$ cat config.mk
export PLATFORM = sky130hd
export DESIGN_NAME = adc_rx_top
export DESIGN_NICKNAME = d
export VERILOG_FILES = /design/src/rtl/adc_rx_pkg.sv /design/src/rtl/sample_set_if.sv /design/src/rtl/adc_lane_deser.sv /design/src/rtl/adc_rx_top.sv /design/src/rtl/channel_sequencer.sv /design/src/rtl/sample_set_fifo.sv
export SDC_FILE = /design/constraint.sdc
export NUM_CORES = 1
export LEC_CHECK = 0
export BUFFER_PORTS_ARGS = -buffer_cell sky130_fd_sc_hd__clkbuf_2
export CORE_UTILIZATION = 40
export DETAILED_ROUTE_END_ITERATION = 8
export PLACE_DENSITY_LB_ADDON = 0.2
export REMOVE_ABC_BUFFERS = 1
export SKIP_LAST_GASP = 1
export SYNTH_ARGS = -nofsm -noshare
export SYNTH_HDL_FRONTEND = slang
export SYNTH_SLANG_ARGS = --single-unit
export TNS_END_PERCENT = 30
$ cat constraint.sdc
create_clock -name CMS_CLK_P -period 11.1 [get_ports CMS_CLK_P]
set_input_delay 2.22 -clock CMS_CLK_P [delete_from_list [all_inputs] [get_ports CMS_CLK_P]]
set_output_delay 2.22 -clock CMS_CLK_P [all_outputs]
set_load 0.02 [all_outputs]
$ cat src/rtl/adc_rx_pkg.sv
package adc_rx_pkg;

	//////////////////////////////////////////////////
	// ADC group geometry
	//////////////////////////////////////////////////
	localparam int LANES        = 16;  // One channel per serial lane
	localparam int SAMPLE_BITS  = 12;  // LSB first on the wire
	localparam int CHAN_BITS    = 4;
	localparam int SET_NUM_BITS = 8;

	//////////////////////////////////////////////////
	// Buffering and flow control
	//////////////////////////////////////////////////
	localparam int SET_DEPTH = 2;
	localparam int CREDITS   = 4;   // Also the credit ceiling
	localparam int DROP_BITS = 8;

	// Derived counter widths
	localparam int CNT_BITS    = $clog2(SAMPLE_BITS);
	localparam int PTR_BITS    = $clog2(SET_DEPTH);
	localparam int FILL_BITS   = $clog2(SET_DEPTH + 1);
	localparam int CREDIT_BITS = $clog2(CREDITS + 1);

	localparam int SET_BITS = LANES * SAMPLE_BITS;  // One full sample set

endpackage

$ cat src/rtl/sample_set_if.sv
`timescale 1ns/100ps

// Head of the set buffer as seen by the sequencer
interface sample_set_if;

	logic                                  avail;   // Head entry valid
	logic [adc_rx_pkg::SET_BITS-1:0]       samples; // Channel n at bits n*SAMPLE_BITS
	logic [adc_rx_pkg::SET_NUM_BITS-1:0]   set_num;
	logic                                  take;    // Pops the head at the edge

	modport producer (
		output avail,
		output samples,
		output set_num,
		input  take
	);

	modport consumer (
		input  avail,
		input  samples,
		input  set_num,
		output take
	);

endinterface

$ cat src/rtl/adc_lane_deser.sv
`timescale 1ns/100ps

module adc_lane_deser (
	input  logic                                  CMS_CLK_P,
	input  logic                                  rst_n,
	input  logic [adc_rx_pkg::LANES-1:0]          adc_lanes,
	input  logic                                  adc_frame,
	output logic                                  set_valid,
	output logic [adc_rx_pkg::SET_BITS-1:0]       set_samples,
	output logic [adc_rx_pkg::SET_NUM_BITS-1:0]   set_num
);

	logic                                 active;   // Inside a frame
	logic [adc_rx_pkg::CNT_BITS-1:0]      bit_cnt;  // Next bit position
	logic [adc_rx_pkg::CNT_BITS-1:0]      bit_pos;
	logic                                 capture;

	// Frame strobe comes with bit 0 and always restarts the count
	assign bit_pos = adc_frame ? '0 : bit_cnt;
	assign capture = adc_frame | active;

	//////////////////////////////////////////////////
	// Frame alignment and set numbering
	//////////////////////////////////////////////////
	always_ff @(posedge CMS_CLK_P or negedge rst_n) begin
		if (!rst_n) begin
			active    <= 1'b0;
			bit_cnt   <= '0;
			set_valid <= 1'b0;
			set_num   <= '0;
		end else begin
			set_valid <= 1'b0;
			if (set_valid)
				set_num <= set_num + 1'b1;  // Number held through the pulse
			if (adc_frame) begin
				active  <= 1'b1;  // Partial set, if any, is abandoned
				bit_cnt <= adc_rx_pkg::CNT_BITS'(1);
			end else if (active) begin
				if (bit_cnt == adc_rx_pkg::SAMPLE_BITS - 1) begin
					active    <= 1'b0;
					set_valid <= 1'b1;  // Bit 11 taken this edge
				end
				bit_cnt <= bit_cnt + 1'b1;
			end
		end
	end

	// Lane bits land LSB first at the counter position
	always_ff @(posedge CMS_CLK_P) begin
		if (capture) begin
			for (int l = 0; l < adc_rx_pkg::LANES; l++) begin
				set_samples[l*adc_rx_pkg::SAMPLE_BITS + bit_pos] <= adc_lanes[l];
			end
		end
	end

endmodule

$ cat src/rtl/adc_rx_top.sv
`timescale 1ns/100ps

module adc_rx_top (
	input  logic                                  CMS_CLK_P,
	input  logic                                  rst_n,
	input  logic [adc_rx_pkg::LANES-1:0]          adc_lanes,
	input  logic                                  adc_frame,
	input  logic                                  credit_return,
	output logic                                  sample_valid,
	output logic [adc_rx_pkg::CHAN_BITS-1:0]      sample_chan,
	output logic [adc_rx_pkg::SAMPLE_BITS-1:0]    sample_data,
	output logic [adc_rx_pkg::SET_NUM_BITS-1:0]   sample_set,
	output logic                                  sample_last,
	output logic [adc_rx_pkg::DROP_BITS-1:0]      dropped_sets
);

	// Deserializer to buffer
	logic                                 set_valid;
	logic [adc_rx_pkg::SET_BITS-1:0]      set_samples;
	logic [adc_rx_pkg::SET_NUM_BITS-1:0]  set_num;

	sample_set_if set_bus ();  // Buffer head to sequencer

	//////////////////////////////////////////////////
	// Receive path
	//////////////////////////////////////////////////
	adc_lane_deser u_deser (
		.CMS_CLK_P   (CMS_CLK_P),
		.rst_n       (rst_n),
		.adc_lanes   (adc_lanes),
		.adc_frame   (adc_frame),
		.set_valid   (set_valid),
		.set_samples (set_samples),
		.set_num     (set_num)
	);

	sample_set_fifo u_fifo (
		.CMS_CLK_P    (CMS_CLK_P),
		.rst_n        (rst_n),
		.set_valid    (set_valid),
		.set_samples  (set_samples),
		.set_num      (set_num),
		.out_set      (set_bus.producer),
		.dropped_sets (dropped_sets)
	);

	channel_sequencer u_seq (
		.CMS_CLK_P     (CMS_CLK_P),
		.rst_n         (rst_n),
		.credit_return (credit_return),
		.in_set        (set_bus.consumer),
		.sample_valid  (sample_valid),
		.sample_chan   (sample_chan),
		.sample_data   (sample_data),
		.sample_set    (sample_set),
		.sample_last   (sample_last)
	);

endmodule

$ cat src/rtl/channel_sequencer.sv
`timescale 1ns/100ps

module channel_sequencer (
	input  logic                                  CMS_CLK_P,
	input  logic                                  rst_n,
	input  logic                                  credit_return,
	sample_set_if.consumer                        in_set,
	output logic                                  sample_valid,
	output logic [adc_rx_pkg::CHAN_BITS-1:0]      sample_chan,
	output logic [adc_rx_pkg::SAMPLE_BITS-1:0]    sample_data,
	output logic [adc_rx_pkg::SET_NUM_BITS-1:0]   sample_set,
	output logic                                  sample_last
);

	logic [adc_rx_pkg::SET_BITS-1:0]      cur_samples;
	logic [adc_rx_pkg::SET_NUM_BITS-1:0]  cur_num;
	logic [adc_rx_pkg::CHAN_BITS-1:0]     chan;
	logic                                 busy;      // Holding a set
	logic [adc_rx_pkg::CREDIT_BITS-1:0]   credits;
	logic                                 emit;
	logic                                 finishing;

	assign emit      = busy & (credits != '0);
	assign finishing = emit & (chan == adc_rx_pkg::LANES - 1);

	// Next set may be taken on the last word of the current one
	assign in_set.take = in_set.avail & (~busy | finishing);

	//////////////////////////////////////////////////
	// Set tracking and credit count
	//////////////////////////////////////////////////
	always_ff @(posedge CMS_CLK_P or negedge rst_n) begin
		if (!rst_n) begin
			busy         <= 1'b0;
			chan         <= '0;
			credits      <= adc_rx_pkg::CREDIT_BITS'(adc_rx_pkg::CREDITS);
			sample_valid <= 1'b0;
			sample_last  <= 1'b0;
		end else begin
			sample_valid <= emit;
			sample_last  <= finishing;
			if (in_set.take) begin
				busy <= 1'b1;
				chan <= '0;
			end else if (finishing) begin
				busy <= 1'b0;
			end else if (emit) begin
				chan <= chan + 1'b1;
			end

			case ({emit, credit_return})
				2'b10: credits <= credits - 1'b1;
				2'b01: begin
					if (credits < adc_rx_pkg::CREDITS)
						credits <= credits + 1'b1;  // Clamp at ceiling
				end
				default: credits <= credits;  // Spend and return cancel
			endcase
		end
	end

	// Current set and output word payload
	always_ff @(posedge CMS_CLK_P) begin
		if (in_set.take) begin
			cur_samples <= in_set.samples;
			cur_num     <= in_set.set_num;
		end
		if (emit) begin
			sample_chan <= chan;
			sample_data <= cur_samples[chan*adc_rx_pkg::SAMPLE_BITS +: adc_rx_pkg::SAMPLE_BITS];
			sample_set  <= cur_num;
		end
	end

endmodule

$ cat src/rtl/sample_set_fifo.sv
`timescale 1ns/100ps

module sample_set_fifo (
	input  logic                                  CMS_CLK_P,
	input  logic                                  rst_n,
	input  logic                                  set_valid,
	input  logic [adc_rx_pkg::SET_BITS-1:0]       set_samples,
	input  logic [adc_rx_pkg::SET_NUM_BITS-1:0]   set_num,
	sample_set_if.producer                        out_set,
	output logic [adc_rx_pkg::DROP_BITS-1:0]      dropped_sets
);

	logic [adc_rx_pkg::SET_BITS-1:0]      mem_samples [adc_rx_pkg::SET_DEPTH];
	logic [adc_rx_pkg::SET_NUM_BITS-1:0]  mem_num     [adc_rx_pkg::SET_DEPTH];

	logic [adc_rx_pkg::PTR_BITS-1:0]      wr_ptr;
	logic [adc_rx_pkg::PTR_BITS-1:0]      rd_ptr;
	logic [adc_rx_pkg::FILL_BITS-1:0]     fill;
	logic                                 full;
	logic                                 wr_en;
	logic                                 rd_en;

	assign full  = (fill == adc_rx_pkg::SET_DEPTH);
	assign wr_en = set_valid & ~full;  // Full drops the set even with a take pending
	assign rd_en = out_set.take & out_set.avail;

	// Head entry
	assign out_set.avail   = (fill != '0);
	assign out_set.samples = mem_samples[rd_ptr];
	assign out_set.set_num = mem_num[rd_ptr];

	//////////////////////////////////////////////////
	// Pointers, fill level, drop counter
	//////////////////////////////////////////////////
	always_ff @(posedge CMS_CLK_P or negedge rst_n) begin
		if (!rst_n) begin
			wr_ptr       <= '0;
			rd_ptr       <= '0;
			fill         <= '0;
			dropped_sets <= '0;
		end else begin
			if (wr_en)
				wr_ptr <= wr_ptr + 1'b1;
			if (rd_en)
				rd_ptr <= rd_ptr + 1'b1;
			case ({wr_en, rd_en})
				2'b10:   fill <= fill + 1'b1;
				2'b01:   fill <= fill - 1'b1;
				default: fill <= fill;  // Both or neither
			endcase
			if (set_valid && full && dropped_sets != '1)
				dropped_sets <= dropped_sets + 1'b1;  // Saturates
		end
	end

	// Storage
	always_ff @(posedge CMS_CLK_P) begin
		if (wr_en) begin
			mem_samples[wr_ptr] <= set_samples;
			mem_num[wr_ptr]     <= set_num;
		end
	end

endmodule

# Word level (Yosys, flattened, before mapping)
# Memory sizes are Yosys's and may differ from the RTL's. A register that Yosys moved wholly into a read port is not among the register bits.
# Index checks and enable logic that the tools add are counted.
[op_classes] addsub=25 multipliers=1 magnitude_cmp=33 eq_ne=10 shift=1 mux=67 bitwise=9 reduce_logical=27
[op_table] operator="bitwise mux 192 bit" count=16
[op_table] operator=">= comparator 32 x 1 -> 1 bit (second input constant)" count=15
[op_table] operator="< comparator 32 x 9 -> 1 bit (second input constant)" count=15
[op_table] operator="variable part select 192 x 9 -> 12 bit" count=1
[op_table] operator="demux 1 bit (select 8 bit)" count=15
[op_table] operator="adder 8 x 4 -> 9 bit (first input constant)" count=5
[op_table] operator="adder 7 x 4 -> 8 bit (first input constant)" count=5
[op_table] operator="2-to-1 mux 1 bit" count=26
[op_table] operator="2-to-1 mux 4 bit" count=6
[op_table] operator="adder 6 x 4 -> 7 bit (first input constant)" count=3
[op_table] operator="logical AND 1 bit" count=18
[op_table] operator="adder 8 x 1 -> 8 bit (second input constant)" count=2
[op_table] operator="nonzero test 2 bit" count=6
[op_table] operator="< comparator 4 x 9 -> 1 bit (second input constant)" count=1
[op_table] operator="adder 4 x 1 -> 4 bit (second input constant)" count=2
[op_table] operator="== test 4 bit (second input constant)" count=2
[op_table] operator="!= test 8 bit (second input constant)" count=1
[op_table] operator="adder 5 x 4 -> 6 bit (first input constant)" count=1
[op_table] operator="== test 2 bit (second input constant)" count=3
[op_table] operator="multiplier 4 x 2 -> 6 bit (second input constant)" count=1
[op_table] operator="one-hot mux 3 bit (2 select lines)" count=1
[op_table] operator="adder 4 x 4 -> 5 bit (first input constant)" count=1
[op_table] operator="bitwise AND 1 bit" count=5
[op_table] operator="demux 1 bit (select 4 bit)" count=1
[op_table] operator="16 further kinds" count=21
[word_totals] reg_bits=252 mem_bits_rw=400 inputBits=20 elab_cells=192 n_memories=2
[memory_table] name="u_fifo.mem_samples" words=2 word_bits=192 read_ports=1 rd_ports_with_merged_regs=1 write_ports=1 line="sample_set_fifo.sv:13" source="logic [adc_rx_pkg::SET_BITS-1:0] mem_samples [adc_rx_pkg::SET_DEPTH];"
[memory_table] name="u_fifo.mem_num" words=2 word_bits=8 read_ports=1 rd_ports_with_merged_regs=1 write_ports=1 line="sample_set_fifo.sv:14" source="logic [adc_rx_pkg::SET_NUM_BITS-1:0] mem_num [adc_rx_pkg::SET_DEPTH];"

# Depth between registers and ports, before layout
[logic_depth] ltp_word=21 ltp_mapped=13

# Modules after synthesis
# From an unflattened synthesis, not the netlist that was laid out.
[hier_totals] hier_cells=2053 hier_area_um2=33633.5
[by_module_without_submodules] module="sample_set_fifo" instances=1 cells_per_inst=673 area_per_inst_um2=14943.1 seq_area_each_um2=12311.8
[by_module_without_submodules] module="adc_lane_deser" instances=1 cells_per_inst=983 area_per_inst_um2=9928.3 seq_area_each_um2=6115.9
[by_module_without_submodules] module="channel_sequencer" instances=1 cells_per_inst=397 area_per_inst_um2=8762.2 seq_area_each_um2=6977.9

# Worst setup path after synthesis
# No wires, ideal clock.
[synth_timing] kind="reg2reg" from="reg u_deser.set_valid" to="mem u_fifo.mem_num[0][0] (netlist name) (enable)" setup_ns=0.764 arrival_time_ns=9.041 t_required_ns=10.336 setup_slack_ns=1.295 stages_incl_launch_ff=4 n_path_buf=1 synth_period_minus_slack_ns=9.805 path_cell_list="dfrtp_1 > clkbuf_1 > nand2_1 > nor2_1"
[synth_between] elab_chain_len=3
[synth_rtl] item="start, declared" line="adc_lane_deser.sv:8" source="output logic set_valid,"
[synth_rtl] item="start signal, assigned" line="adc_lane_deser.sv:29" source="set_valid <= 1'b0;"
[synth_rtl] item="start signal, assigned" line="adc_lane_deser.sv:32" source="set_valid <= 1'b0;"
[synth_rtl] item="start signal, assigned" line="adc_lane_deser.sv:41" source="set_valid <= 1'b1;"
[synth_rtl] item="bitwise AND 1 bit" line="sample_set_fifo.sv:24" source="assign wr_en = set_valid & ~full;"
[synth_rtl] item="2-to-1 mux 1 bit" line="sample_set_fifo.sv:58" source="if (wr_en) begin"
[synth_rtl] item="2-to-1 mux 1 bit (not written as such)" line="sample_set_fifo.sv:60" source="mem_num[wr_ptr] <= set_num;"
[synth_rtl] item="end, declared" line="sample_set_fifo.sv:14"
# No other way between the ends.

# Worst setup path after layout
[layout_timing] from="in adc_frame" to="reg u_deser.set_samples[144] (netlist name) (data pin)"
[layout_between] elab_chain_len=21 elab_cells_between_ends=106 cone_classes="add/sub (15); order compare (30); mux (46); reduce/logical (15)"
[layout_rtl] item="start, declared" line="adc_rx_top.sv:7" source="input logic adc_frame,"
[layout_rtl] item="2-to-1 mux 4 bit (*)" line="adc_lane_deser.sv:19" source="assign bit_pos = adc_frame ? '0 : bit_cnt;"
[layout_rtl] item="adder 4 x 4 -> 5 bit" line="adc_lane_deser.sv:52" source="set_samples[l*adc_rx_pkg::SAMPLE_BITS + bit_pos] <= adc_lanes[l];"
[layout_rtl] item=">= comparator 32 x 1 -> 1 bit (not written as such) / < comparator 32 x 9 -> 1 bit (equally long branches)" line="adc_lane_deser.sv:52"
[layout_rtl] item="logical AND 1 bit (not written as such)" line="adc_lane_deser.sv:52"
[layout_rtl] item="2-to-1 mux 1 bit (not written as such)" line="adc_lane_deser.sv:52"
[layout_rtl] item="demux 1 bit (select 8 bit)"
[layout_rtl] item="bitwise mux 192 bit (14 in a row)" line="adc_lane_deser.sv:52"
[layout_rtl] item="bitwise mux 192 bit (*)" line="adc_lane_deser.sv:52"
[layout_rtl] item="end signal, assigned by index" line="adc_lane_deser.sv:52"
[layout_rtl] item="end, declared" line="adc_lane_deser.sv:9" source="output logic [adc_rx_pkg::SET_BITS-1:0] set_samples,"
# Every way passes the cells marked *; elsewhere a longest branch is shown, timed or not.
# A chain may end at the register's enable or synchronous reset.

==> results.md <==
* MaxCap Viol Count at 0
* Crit-path cells: clkbuf_2 -> buf_4 -> nor2b_2 -> buf_4 -> ha_1 -> nand2_1 -> nor3_1 -> nand2_1 -> mux2_2
* Register area at ~25,000 µm²
* Total global-route track usage at 0.204
* I/O pin total at 54
* Least-Margin Pin Slew at approximately 1.1 ns
* Post-Syn Area at ~35,000 µm²
* Post-synth top area cell: edfxtp_1
* Placed cell count at between 3,000 and 4,000
* Yosys top cell area share at 0.706
* Post-synthesis sequential area ratio at 0.732
* Initial antenna violation count at 2
* Slew HR at 0.235
* Clk_lat worst skew at 0.65 ns
* H-tree Lvls at 3
* Mean Syn Cell Area at ~16 µm²
* Tmin final at between 5 and 6 ns
* TritonCTS clock tree: yes
* Critical Path Slowest Stage Cell: ha_1
* Die Height at between 200 and 300 µm
* Lkg Pwr at 13.1 nW
* Multi-input gate area at ~8500 µm²
* Area Growth Syn to Fin at 12.1%
* Commonest non-fill, non-tap cell in the layout: edfxtp_1
* Final Non-Filler Cells at between 3,000 and 4,000
* CTS root buf: clkbuf_16
* Core outline area at ~86,000 µm²
* Detail Route Antenna Nets at 0
* Setup tns final at 0 ns
* Buffer count from post-CTS setup fixing at 0
* Crit Reg-Reg Startpoint: u_deser.bit_cnt[3]
* Fraction of layout instances using a drive strength above 1 at 0.224
* Worst setup path start: adc_frame
* Hold Slack at 0.419 ns
* Worst hold-check path type: flop to flop
* Status: finished clean
* Pins over their slew limit at 0
* Delay-heaviest family, CP: simple AND/OR/NAND/NOR gates
* Worst Path Buf+Inv at 3
* Top cells by area, synth: edfxtp_1 (71%), mux2_2 (6.7%), mux4_2 (3.1%)
* Grt ovf at 0
* Final hold vios at 0
* Avg Vias per Cell at roughly 5.7
* Synth Warn # at 0
* Die width at between 200 and 300 µm
* CTS Sinks at between 800 and 900
* Die ar. at around 90,000 µm²
* Drt total wl at slightly below 90,000 µm
* Nets at roughly 2,200
* Filler cells at 7,436
* Post-CTS Resized at 0
* Hold_buf cts at 0
* Wire per inst at approximately 26 µm
* Worst EP required at 11.49 ns
* Place WS at 5.25 ns
* Power per cell area at 217 nW/µm²
* Final setup fails at 0
* Seq cells post-synth at ~850
* Yosys cell types at 75
* CTS Buf Count at 91
* Post-layout worst setup margin at about 5.8 ns
* CP Max Fanout at 34
* EDFF count, synth at between 800 and 900
* Residual DRC at 0
* Post-synth ARST share at 0.0423
* Vias in the first global route at just under 20,000
* PortBufs at 53
* F_max at ~190 MHz
* Startpoint types: input port
* Hold Path Origin: u_seq.cur_num[3]
* Commonest cells after routing, fill and taps aside: edfxtp_1 (816), mux2_2 (207), nand2_1 (163)
* Prevailing post-synth register cell: edfxtp_1
* Post-DP Area at between 30,000 and 40,000 µm²
* Initial core utilization at 0.405
* Peak VDD IR at between 0.1 and 0.15 mV
* Clock transition at path regs at 0.07 ns
* Unrepaired setup endpoints after global routing: no
* Starting DRT DRC Count at 1,901
* First-pass iteration count of the detailed router at 6
* Global-route wire length before repair at ~130,000 µm
* Max stage delay on crit path at 0.91 ns
* CTS max path bufs at 3
* Largest net degree at the start of global routing at between 100 and 150
* Clock Skews at between 0.03 and 0.04 ns
* Tcrit/Tclk final at 0.480
* CP Capture Type: flop
* Synth Instances at 2,191
* DR vias at 19,300
* Detailed Place HPWL at ~54,000 µm
* Design Area, Final at 38,900 µm²
* Placer congestion estimate at around 0.93
* Cell Rows at between 100 and 150
* Crit path kind: input port to flop
* Critical Path AT at about 5.7 ns
## per-layer routing
metal	share of wire	vias to the layer above	GRT usage	wire length, µm
met1	0.44	9878	0.288	38800
met4	0.037	4	0.0761	3270
li1	-	8442	-	-
met2	0.46	816	0.316	40500
met3	0.068	200	0.0356	6010
met5	0.00025	-	0	22
## metrics by stage
stage / power (W) / util
5_1_grt: 0.00877 / 0.454
3_3_place_gp: 0.00553 / 0.420
4_1_cts: 0.00855 / 0.454
3_5_place_dp: 0.00557 / 0.420
2_1_floorplan: 0.00515 / -
6_report: 0.00844 / 0.454
## final cells by class
type / instances / share of cell area
clock inverters: 56 / 0.0136
inverters: 12 / 0.00116
flip-flops and latches: 852 / 0.654
diodes: 2 / 0.000129
clock buffers: 110 / 0.0617
repair buffers: 87 / 0.0137
well taps: 1144 / 0.0368
multi-input cells: 1154 / 0.219
## where the power goes
part	internal [W]	total (W)	switching, W	leakage [nW]
clock network	0.00175	0.00298	0.00123	1.44
registers	0.00385	0.00406	0.000202	7.96
logic	0.000602	0.00141	0.000804	3.68
## Yosys cell counts (4+ instances only)
| library cell | count |
|---|---|
| a21oi_1 | 133 |
| a22o_1 | 23 |
| a22oi_1 | 37 |
| a31o_2 | 4 |
| a31oi_1 | 23 |
| a32o_1 | 4 |
| and2_0 | 4 |
| and2_1 | 14 |
| and3_1 | 28 |
| buf_1 | 12 |
| buf_2 | 45 |
| buf_4 | 8 |
| buf_6 | 5 |
| clkbuf_1 | 101 |
| dfrtp_1 | 35 |
| edfxtp_1 | 816 |
| ha_1 | 11 |
| inv_1 | 9 |
| mux2_2 | 207 |
| mux2i_1 | 11 |
| mux4_2 | 48 |
| nand2_1 | 163 |
| nand2b_1 | 12 |
| nand3_1 | 63 |
| nand4_1 | 13 |
| nor2_1 | 150 |
| nor2_2 | 4 |
| nor2b_1 | 11 |
| nor3_1 | 23 |
| o211ai_1 | 7 |
| o21a_1 | 5 |
| o21ai_0 | 40 |
| o22ai_1 | 10 |
| o2bb2ai_1 | 6 |
| o31ai_1 | 17 |
| or3_1 | 4 |
| xnor2_1 | 10 |
| xor2_1 | 16 |
## worst paths after layout
check / to / cells past startpoint / slack [ns]
max reg2reg: u_deser.set_samples[144] / 7 / 7.01
max: u_deser.set_samples[144] / 9 / 5.77
min reg2reg: u_seq.sample_set[3] / 0 / 0.42
min: u_seq.sample_set[3] / 0 / 0.42
max in group asynchronous: u_seq.chan[0] / 2 / 9.01
min in group asynchronous: u_seq.sample_valid / 2 / 1.65
## sequential cells by signal (all words and copies together) (netlist names), 2 cells and up
signal / cells
u_fifo.mem_samples: 384
u_deser.set_samples: 192
u_seq.cur_samples: 192
u_fifo.mem_num: 16
u_seq.sample_data: 12
u_deser.set_num: 8
u_fifo.dropped_sets: 8
u_seq.cur_num: 8
u_seq.sample_set: 8
u_deser.bit_cnt: 4
u_seq.chan: 4
u_seq.sample_chan: 4
u_seq.credits: 3
u_fifo.fill: 2
## cells by family after synthesis
family,share of synthesized area
buffers and inverters,0.0237
and+or+nand+nor,0.0711
DFF,0.732
adders and majority gates,0.00454
xor gates and xnor gates,0.00656
AOI/OAI and AO/OA,0.0603
muxes,0.102
(Power assumes the default switching activity.)
